**src/hdl/wexDec_macros.svh**
```systemverilog
/* WEX bundle decoder encodings
   register numbers, group codes, predicate classes and mode defaults */
`ifndef WEXDEC_MACROS_SVH
`define WEXDEC_MACROS_SVH

// zero register, also the filler for idle lanes
`define GR_ZZR 6'd0

// op group in bits 15:12 of a 32-bit op
`define GRP_PRED   4'hE  // Ex, predicated
`define GRP_UNCOND 4'hF  // Fx, unconditional

// jumbo prefix tag in bits 15:9
`define JUMBO_TAG 7'h7F

// predicate class, top 3 bits of the micro-command
`define PCLS_UNCOND 3'd0
`define PCLS_TRUE   3'd2  // execute if T set
`define PCLS_FALSE  3'd3  // execute if T clear

// opcode given to anything that is not a 32-bit op
`define UCMD_INVOP 6'h3F

// one lane as {regN, regM, regO, imm, uCmd, uIxt}
`define LANE_BITS 69

// mode bits {lane3Enable, wexEnable} out of reset
`define MODE_RESET 2'b11

`endif

```
**src/hdl/wexDecPkg.sv**
```systemverilog
/* WEX decoder types
   vector widths shared by the slot decoders, router and top */
package wexDecPkg;

	// one 32-bit instruction slot
	typedef logic [31:0] slotWordT;

	// three slots, slot 0 in the low word
	typedef logic [95:0] fetchWindowT;

	// register number, 64 entries
	typedef logic [5:0] regIdT;

	// immediate, sign in bit 32
	typedef logic [32:0] immT;

	// micro-command: {predicate class, opcode}
	typedef logic [8:0] uCmdT;

	// micro-extension
	typedef logic [8:0] uIxtT;

	// payload carried by a jumbo prefix
	typedef logic [23:0] jumboBitsT;

	// slots consumed by one bundle, 1 to 3
	typedef logic [1:0] opWordsT;

endpackage

```
**src/hdl/laneRouter.sv**
```systemverilog
/* bundle router
   picks scalar, WEX2, WEX3 or jumbo form and registers the three lanes */
`timescale 1ns/1ns
`include "wexDec_macros.svh"

module laneRouter import wexDecPkg::*; (
	input  logic      clock,
	input  logic      rstN,
	input  logic      fetchValid,
	input  logic      wexEnable,
	input  logic      lane3Enable,
	input  logic      isOp32S0,
	input  logic      isJumboS0,
	input  logic      wexFlagS0,
	input  jumboBitsT jumboBitsS0,
	input  regIdT     regNS0,
	input  regIdT     regMS0,
	input  regIdT     regOS0,
	input  immT       immS0,
	input  uCmdT      uCmdS0,
	input  uIxtT      uIxtS0,
	input  logic      isOp32S1,
	input  logic      wexFlagS1,
	input  regIdT     regNS1,
	input  regIdT     regMS1,
	input  regIdT     regOS1,
	input  immT       immS1,
	input  uCmdT      uCmdS1,
	input  uIxtT      uIxtS1,
	input  logic      isOp32S2,
	input  regIdT     regNS2,
	input  regIdT     regMS2,
	input  regIdT     regOS2,
	input  immT       immS2,
	input  uCmdT      uCmdS2,
	input  uIxtT      uIxtS2,
	output logic      decodeValid,
	output opWordsT   opWords,
	output regIdT     regNA, regMA, regOA,
	output immT       immA,
	output uCmdT      uCmdA,
	output uIxtT      uIxtA,
	output regIdT     regNB, regMB, regOB,
	output immT       immB,
	output uCmdT      uCmdB,
	output uIxtT      uIxtB,
	output regIdT     regNC, regMC, regOC,
	output immT       immC,
	output uCmdT      uCmdC,
	output uIxtT      uIxtC
);

	logic [`LANE_BITS-1:0] laneS0, laneS1, laneS2, laneJumbo, laneIdle, laneInv;
	logic [`LANE_BITS-1:0] nxtLaneA, nxtLaneB, nxtLaneC;
	logic [`LANE_BITS-1:0] laneRegA, laneRegB, laneRegC;
	opWordsT               nxtOpWords;
	logic                  wexLead;

	assign laneS0 = {regNS0, regMS0, regOS0, immS0, uCmdS0, uIxtS0};
	assign laneS1 = {regNS1, regMS1, regOS1, immS1, uCmdS1, uIxtS1};
	assign laneS2 = {regNS2, regMS2, regOS2, immS2, uCmdS2, uIxtS2};

	// prefix payload on top, then slot 1 bits 31:23 (imm bits 9:1)
	assign laneJumbo = {regNS1, regMS1, regOS1, immT'({jumboBitsS0, immS1[9:1]}), uCmdS1, uIxtS1};

	assign laneIdle = {`GR_ZZR, `GR_ZZR, `GR_ZZR, 33'd0, 9'd0, 9'd0};
	assign laneInv  = {`GR_ZZR, `GR_ZZR, `GR_ZZR, 33'd0, {`PCLS_UNCOND, `UCMD_INVOP}, 9'd0};

	// slot 0 opens a bundle
	assign wexLead = isOp32S0 && wexEnable && wexFlagS0 && isOp32S1;

	always_comb
	begin
		nxtLaneA   = laneInv;
		nxtLaneB   = laneIdle;
		nxtLaneC   = laneIdle;
		nxtOpWords = 2'd1;
		if (isJumboS0 && isOp32S1)
		begin
			nxtLaneA   = laneJumbo;
			nxtOpWords = 2'd2;
		end
		else if (wexLead && wexFlagS1 && lane3Enable && isOp32S2)
		begin
			nxtLaneA   = laneS2;  // last op in lane A
			nxtLaneB   = laneS1;
			nxtLaneC   = laneS0;
			nxtOpWords = 2'd3;
		end
		else if (wexLead)
		begin
			nxtLaneA   = laneS1;
			nxtLaneB   = laneS0;
			nxtOpWords = 2'd2;
		end
		else if (isOp32S0)
		begin
			nxtLaneA = laneS0;  // scalar
		end
	end

	always_ff @(posedge clock)
	begin
		if (!rstN)
		begin
			decodeValid <= 1'b0;
			opWords     <= '0;
			laneRegA    <= '0;
			laneRegB    <= '0;
			laneRegC    <= '0;
		end
		else
		begin
			decodeValid <= fetchValid;
			if (fetchValid)
			begin
				opWords  <= nxtOpWords;
				laneRegA <= nxtLaneA;
				laneRegB <= nxtLaneB;
				laneRegC <= nxtLaneC;
			end
		end
	end

	assign {regNA, regMA, regOA, immA, uCmdA, uIxtA} = laneRegA;
	assign {regNB, regMB, regOB, immB, uCmdB, uIxtB} = laneRegB;
	assign {regNC, regMC, regOC, immC, uCmdC, uIxtC} = laneRegC;

	opWordsRange: assert property (@(posedge clock) disable iff (!rstN)
		decodeValid |-> (opWords != 2'd0))
		else $error("bundle with zero slots consumed");

	// one pulse per strobe, so a long pulse needs back-to-back strobes
	pulsePerStrobe: assert property (@(posedge clock) disable iff (!rstN)
		decodeValid && $past(decodeValid) |-> $past(fetchValid) && $past(fetchValid, 2))
		else $error("decodeValid held without a matching strobe");

endmodule

```
**src/hdl/modeReg.sv**
```systemverilog
/* WEX mode register
   holds the bundling and third-lane enables that steer the router */
`timescale 1ns/1ns
`include "wexDec_macros.svh"

module modeReg (
	input  logic       clock,
	input  logic       rstN,
	input  logic       modeWrite,
	input  logic       modeWexEnable,
	input  logic       modeLane3Enable,
	output logic       wexEnable,
	output logic       lane3Enable,
	output logic [1:0] modeRead
);

	logic [1:0] modeBits;  // {lane3Enable, wexEnable}

	always_ff @(posedge clock)
	begin
		if (!rstN)
		begin
			modeBits <= `MODE_RESET;
		end
		else if (modeWrite)
		begin
			// takes effect for strobes after this edge
			modeBits <= {modeLane3Enable, modeWexEnable};
		end
	end

	assign wexEnable   = modeBits[0];
	assign lane3Enable = modeBits[1];
	assign modeRead    = modeBits;

	// router selects bundles from these, so X here spreads to every lane
	modeKnown: assert property (@(posedge clock) disable iff (!rstN)
		!$isunknown({wexEnable, lane3Enable}))
		else $error("mode bits unknown out of reset");

endmodule

```
**src/hdl/slotDecoder.sv**
```systemverilog
/* single slot decoder
   classifies one 32-bit slot and pulls out its register, immediate and command fields */
`timescale 1ns/1ns
`include "wexDec_macros.svh"

module slotDecoder import wexDecPkg::*; (
	input  slotWordT  slot,
	output logic      isOp32,
	output logic      isJumbo,
	output logic      wexFlag,
	output jumboBitsT jumboBits,
	output regIdT     regN,
	output regIdT     regM,
	output regIdT     regO,
	output immT       imm,
	output uCmdT      uCmd,
	output uIxtT      uIxt
);

	logic [2:0] predClass;

	// jumbo takes the top of the Fx space, so test it first
	assign isJumbo = (slot[15:9] == `JUMBO_TAG);
	assign isOp32  = (slot[15:13] == 3'b111) && !isJumbo;

	always_comb
	begin
		wexFlag   = 1'b0;
		predClass = `PCLS_UNCOND;
		if (isOp32)
		begin
			case (slot[15:12])
				`GRP_PRED:
				begin
					// Ex with bits 11 and 9 set is a predicated WEX op
					wexFlag   = slot[11] && slot[9];
					predClass = slot[10] ? `PCLS_FALSE : `PCLS_TRUE;
				end
				`GRP_UNCOND:
				begin
					wexFlag   = slot[10];
					predClass = `PCLS_UNCOND;
				end
				default:
				begin
					wexFlag   = 1'b0;
					predClass = `PCLS_UNCOND;
				end
			endcase
		end
	end

	// register fields
	assign regN = slot[21:16];
	assign regM = slot[27:22];
	assign regO = {slot[7:6], slot[31:28]};  // split field

	// 10-bit immediate, sign extended
	assign imm = {{23{slot[31]}}, slot[31:22]};

	assign uCmd = {predClass, slot[5:0]};
	assign uIxt = {1'b0, slot[7:0]};

	// only meaningful when isJumbo
	assign jumboBits = {slot[7:0], slot[31:16]};

endmodule

```
**src/hdl/wexDecodeTop.sv**
```systemverilog
/* three-slot WEX bundle decoder
   mode register, per-slot decoders and the lane router */
`timescale 1ns/1ns

module wexDecodeTop import wexDecPkg::*; (
	input  logic        clock,
	input  logic        rstN,
	input  logic        fetchValid,
	input  fetchWindowT fetchWindow,
	input  logic        modeWrite,
	input  logic        modeWexEnable,
	input  logic        modeLane3Enable,
	output logic        decodeValid,
	output opWordsT     opWords,
	output regIdT       regNA, regMA, regOA,
	output immT         immA,
	output uCmdT        uCmdA,
	output uIxtT        uIxtA,
	output regIdT       regNB, regMB, regOB,
	output immT         immB,
	output uCmdT        uCmdB,
	output uIxtT        uIxtB,
	output regIdT       regNC, regMC, regOC,
	output immT         immC,
	output uCmdT        uCmdC,
	output uIxtT        uIxtC,
	output logic [1:0]  modeRead
);

	logic      wexEnable, lane3Enable;
	logic      isOp32 [3];
	logic      isJumbo [3];
	logic      wexFlag [3];
	jumboBitsT jumboBits [3];
	regIdT     regN [3], regM [3], regO [3];
	immT       imm [3];
	uCmdT      uCmd [3];
	uIxtT      uIxt [3];

	modeReg modeReg_inst (
		.clock(clock), .rstN(rstN), .modeWrite(modeWrite),
		.modeWexEnable(modeWexEnable), .modeLane3Enable(modeLane3Enable),
		.wexEnable(wexEnable), .lane3Enable(lane3Enable), .modeRead(modeRead)
	);

	for (genvar i = 0; i < 3; i++)
	begin : slotDec
		slotDecoder slotDecoder_inst (
			.slot(fetchWindow[32*i +: 32]),
			.isOp32(isOp32[i]), .isJumbo(isJumbo[i]), .wexFlag(wexFlag[i]),
			.jumboBits(jumboBits[i]), .regN(regN[i]), .regM(regM[i]), .regO(regO[i]),
			.imm(imm[i]), .uCmd(uCmd[i]), .uIxt(uIxt[i])
		);
	end

	// only slot 0 may carry a prefix; slot 2 flags never open a bundle
	laneRouter laneRouter_inst (
		.clock(clock), .rstN(rstN), .fetchValid(fetchValid),
		.wexEnable(wexEnable), .lane3Enable(lane3Enable),
		.isOp32S0(isOp32[0]), .isJumboS0(isJumbo[0]), .wexFlagS0(wexFlag[0]),
		.jumboBitsS0(jumboBits[0]), .regNS0(regN[0]), .regMS0(regM[0]), .regOS0(regO[0]),
		.immS0(imm[0]), .uCmdS0(uCmd[0]), .uIxtS0(uIxt[0]),
		.isOp32S1(isOp32[1]), .wexFlagS1(wexFlag[1]),
		.regNS1(regN[1]), .regMS1(regM[1]), .regOS1(regO[1]),
		.immS1(imm[1]), .uCmdS1(uCmd[1]), .uIxtS1(uIxt[1]),
		.isOp32S2(isOp32[2]),
		.regNS2(regN[2]), .regMS2(regM[2]), .regOS2(regO[2]),
		.immS2(imm[2]), .uCmdS2(uCmd[2]), .uIxtS2(uIxt[2]),
		.decodeValid(decodeValid), .opWords(opWords),
		.regNA(regNA), .regMA(regMA), .regOA(regOA),
		.immA(immA), .uCmdA(uCmdA), .uIxtA(uIxtA),
		.regNB(regNB), .regMB(regMB), .regOB(regOB),
		.immB(immB), .uCmdB(uCmdB), .uIxtB(uIxtB),
		.regNC(regNC), .regMC(regMC), .regOC(regOC),
		.immC(immC), .uCmdC(uCmdC), .uIxtC(uIxtC)
	);

endmodule

```
**config.mk**
```make
export PLATFORM = sky130hd
export DESIGN_NAME = wexDecodeTop
export DESIGN_NICKNAME = d
export VERILOG_FILES = /design/src/hdl/wexDecPkg.sv /design/src/hdl/laneRouter.sv /design/src/hdl/modeReg.sv /design/src/hdl/slotDecoder.sv /design/src/hdl/wexDecodeTop.sv
export VERILOG_INCLUDE_DIRS = /design/src /design/src/hdl
export SDC_FILE = /design/constraint.sdc
export NUM_CORES = 1
export LEC_CHECK = 0
export ABC_AREA = 1
export BUFFER_PORTS_ARGS = -buffer_cell sky130_fd_sc_hd__clkbuf_2
export CAP_MARGIN = 20
export CORE_AREA = 2 2 122 124
export CTS_CLUSTER_DIAMETER = 150
export DETAILED_ROUTE_END_ITERATION = 12
export DIE_AREA = 0 0 124 126
export HOLD_SLACK_MARGIN = 0.08
export PLACE_DENSITY_LB_ADDON = 0.25
export SETUP_SLACK_MARGIN = 0.02
export SLEW_MARGIN = 15
export SYNTH_ARGS = -nofsm -noshare
export SYNTH_HDL_FRONTEND = slang
export SYNTH_SLANG_ARGS = --single-unit
```
**constraint.sdc**
```tcl
create_clock -name clock -period 3.31 [get_ports clock]
set_input_delay 0 -clock clock [delete_from_list [all_inputs] [get_ports clock]]
set_output_delay 0 -clock clock [all_outputs]
set_load 0.02 [all_outputs]
```
==> impl_metrics.toml <==
[floorplanning]
rows = 44
ioPinCount = 314
initial_core_util_pct = 47.40
die-width_um = 124
die_area_mm2 = 0.01562
core-area_mm2 = 0.01431
die_y_um = 126

[grt]
antenna_found_initial = 0
grt_max_degree = 70
grt_usage_pct = 30.84
grt_pass1_vias = 6942
gr-total-overflow = 0
grt_pass1_wl_mm = 36.82

[critical_path]
rr_endpoint = "laneRouter_inst.laneRegA[66]"
path_class = "in2reg"
cp_num_cells = 15
reg2regPathDepth = 11
rrSetupSlack_ps = 330
critPathCapture = "laneRouter_inst.laneRegA[66]"
worstPathMaxFanout = 35
cp.arrival_ps = 3370
r2r_start = "modeReg_inst.modeRead[0]"
critPathLaunchType = "input pin"
max_stage_delay_ps = 660
worst-path-buf-inv = 4
critPathRequiredTime_ps = 3670
crit_path_end_kind = "register"
critPathTopFamily = "buffers and inverters"
slowest_stage = "nor2_4"
crit_chain = "dlygate4sd3_1, clkbuf_2, nand2_2, nor2_4, nand2_1, nor2_4, nor2_4, nand2_1, nor2_1, nor2_1, nand2_1, dlygate4sd3_1, nand2_1, nand2_1, dlygate4sd3_1"
cpMostUsedCell = "nand2_1"
critical_path.startpoint = "fetchWindow[10]"

[cts]
clock_latency_ps = 410
cts_made_buffers = 17
h-tree-depth = 4
cts_num_sinks = 122
cts_tree = "built"
clk_pin_slew_ps = 60
ctsRootBufferMaster = "clkbuf_16"
clk_path_buf_depth = 2

[power]
power_mw = 3.851
power_frac_clock_pct = 46.6
power.internal_mw = 2.799
p_sw_mw = 1.052
vdd_drop_max_v = 0.0003682
p_comb_share_pct = 13.7
p_leak_nw = 4.762
powerDensity_mw_per_mm2 = 413.8
swShare_pct = 27.32
p_seq_share_pct = 39.8

[timing]
fin_worst_skew_ps = 4.307
hold_violations = 0
grt_setup_unrepaired = "no"
tns_ps = 0
timing.final.max_slew_violations = 0
max_freq_ghz = 0.3317
worstMarginPinSlew_ps = 884.9
whs_ps = 98.22
max_slew_margin_pct = 40.86
finalCriticalPeriod_ps = 3015
setup_viol = 0
period_share_pct = 91.09

[placement]
dp_hpwl_mm = 16.44
dpl-instance-area_mm2 = 0.007685
globalplace.congestion = 0.9425
io_buffers = 304

[layout]
drive_gt1_share_pct = 28.70
final_nets = 1413
area_delta_synth_final_pct = 37.14
seqCellArea_mm2 = 0.002442
stdcell_area_mm2 = 0.009305
layout_common_cells = "clkbuf_2, nand2_1, nor2_1, dfxtp_1, dlygate4sd3_1"
diodes = 0
multi_input_area_mm2 = 0.003151
final_common_cell = "clkbuf_2"
nFillCells = 1312

[synth]
avgSynthCellArea_um2 = 6.705
synth_edf_count = 0
syn_inst = 1012
seq_area_frac_synth_pct = 35.99
syn-cell-area_mm2 = 0.006785
yosys_warnings = 0
ys_types = 35
ys_ff_latch = 122
synth_flop_cell = "dfxtp_1"
synthArstFlopShare_pct = 0

[outcome]
status = "complete, no violations"

[route]
firstDrtPassIters = 6
postRouteAntennaNets = 0
viasPerCell = 5.141
drc = 0
wl_per_cell_um = 16.36
drt_iter0_markers = 735
routed_wl_mm = 24.67
vias = 7753

[min_path]
min_path_type = "in2reg"

[flow_run]
cap_violations = 0
worst min-delay path by stage:
stage | cells past startpoint | end | start | slack, ps
5_1_grt | 5 | laneRouter_inst.laneRegA[5] | fetchWindow[5] | 110
2_1_floorplan | 1 | modeReg_inst.modeRead[1] | modeWrite | 100
3_5_place_dp | 3 | modeReg_inst.modeRead[1] | modeLane3Enable | 220
3_3_place_gp | 3 | modeReg_inst.modeRead[0] | modeWexEnable | 220
4_1_cts | 5 | laneRouter_inst.laneRegA[46] | fetchWindow[3] | 80
6_report | 5 | laneRouter_inst.laneRegA[5] | fetchWindow[5] | 100
cells in the mapped netlist, drive strengths merged, types with 3 or more instances:
library cell	instances	area (µm²)
inv	66	247.7
nand2	248	948.4
a21boi	14	105.1
a21oi	24	123.9
nand4	21	131.4
nand3	51	295.3
o31ai	6	70.07
nor3	4	25.02
clkbuf	28	105.1
o21ai	101	505.5
o22ai	3	18.77
nor2	187	773.3
buf	119	863.3
dfxtp	122	2442
a22oi	13	97.59
routing by layer:
metal | share of wire, % | up-vias | track usage [%]
li1 | - | 3746 | -
met5 | 0 | - | 0
met1 | 41 | 3509 | 38.71
met4 | 3.9 | 0 | 14.34
met3 | 8.8 | 78 | 7.337
met2 | 47 | 420 | 49.68
worst register-to-register path, stage by stage, from the launching register on:
cell,delay [ps]
dfxtp_1,400
inv_2,60
nor3_2,320
nand3_4,230
nor2_4,200
buf_6,260
nand3_1,140
nand2_1,100
dlygate4sd3_1,550
nand2_1,50
nand2_1,80
dlygate4sd3_1,550
power by group through the flow:
stage	combinational, mW	sequential [mW]	clock [mW]
after global placement	0.431	1.56	0
after floorplan	0.206	1.61	0
after global routing	0.567	1.54	1.88
after detailed placement	0.432	1.56	0
after CTS	0.516	1.53	1.79
final	0.526	1.53	1.79
flip-flops by register name (all words and copies together), names as in the netlist:
| signal | flops |
|---|---|
| laneRouter_inst.decodeValid | 1 |
| laneRouter_inst.laneRegA | 65 |
| laneRouter_inst.laneRegB | 26 |
| laneRouter_inst.laneRegC | 26 |
| laneRouter_inst.opWords | 2 |
| modeReg_inst.modeRead | 2 |
cells by family (layout without fill, tap and decap cells):
logic type	Yosys count	count (layout)	share of synthesized area (%)
simple gates	512	512	32.12
buf+inv	213	520	17.92
compound gates	164	164	13.90
flops	122	122	35.99
other cells	1	6	0.05527
area by class of cell:
class / count / area share (%)
clock buffer: 21 / 5.056
clock inverter: 11 / 1.022
inverter: 66 / 2.662
multi-input combinational: 682 / 33.86
sequential: 122 / 26.25
tap: 184 / 2.474
timing repair buffer: 422 / 28.68
what timing repair did:
action,in CTS,in global routing
buffers inserted,0,2
hold buffers,103,0
setup endpoints to repair,0,3
resized for setup,0,2
hold endpoints to repair,101,0
through the flow:
stage                     cells  util [%]  worst slack (ps)
after global routing       1508     65.01             66.76
after detailed placement   1371     53.69              1124
after global placement     1371     53.69              1104
after floorplan            1017         -              1788
final                      1508     65.01             294.9
after CTS                  1506     64.84             56.44
Power figures use the tool's default switching activity.
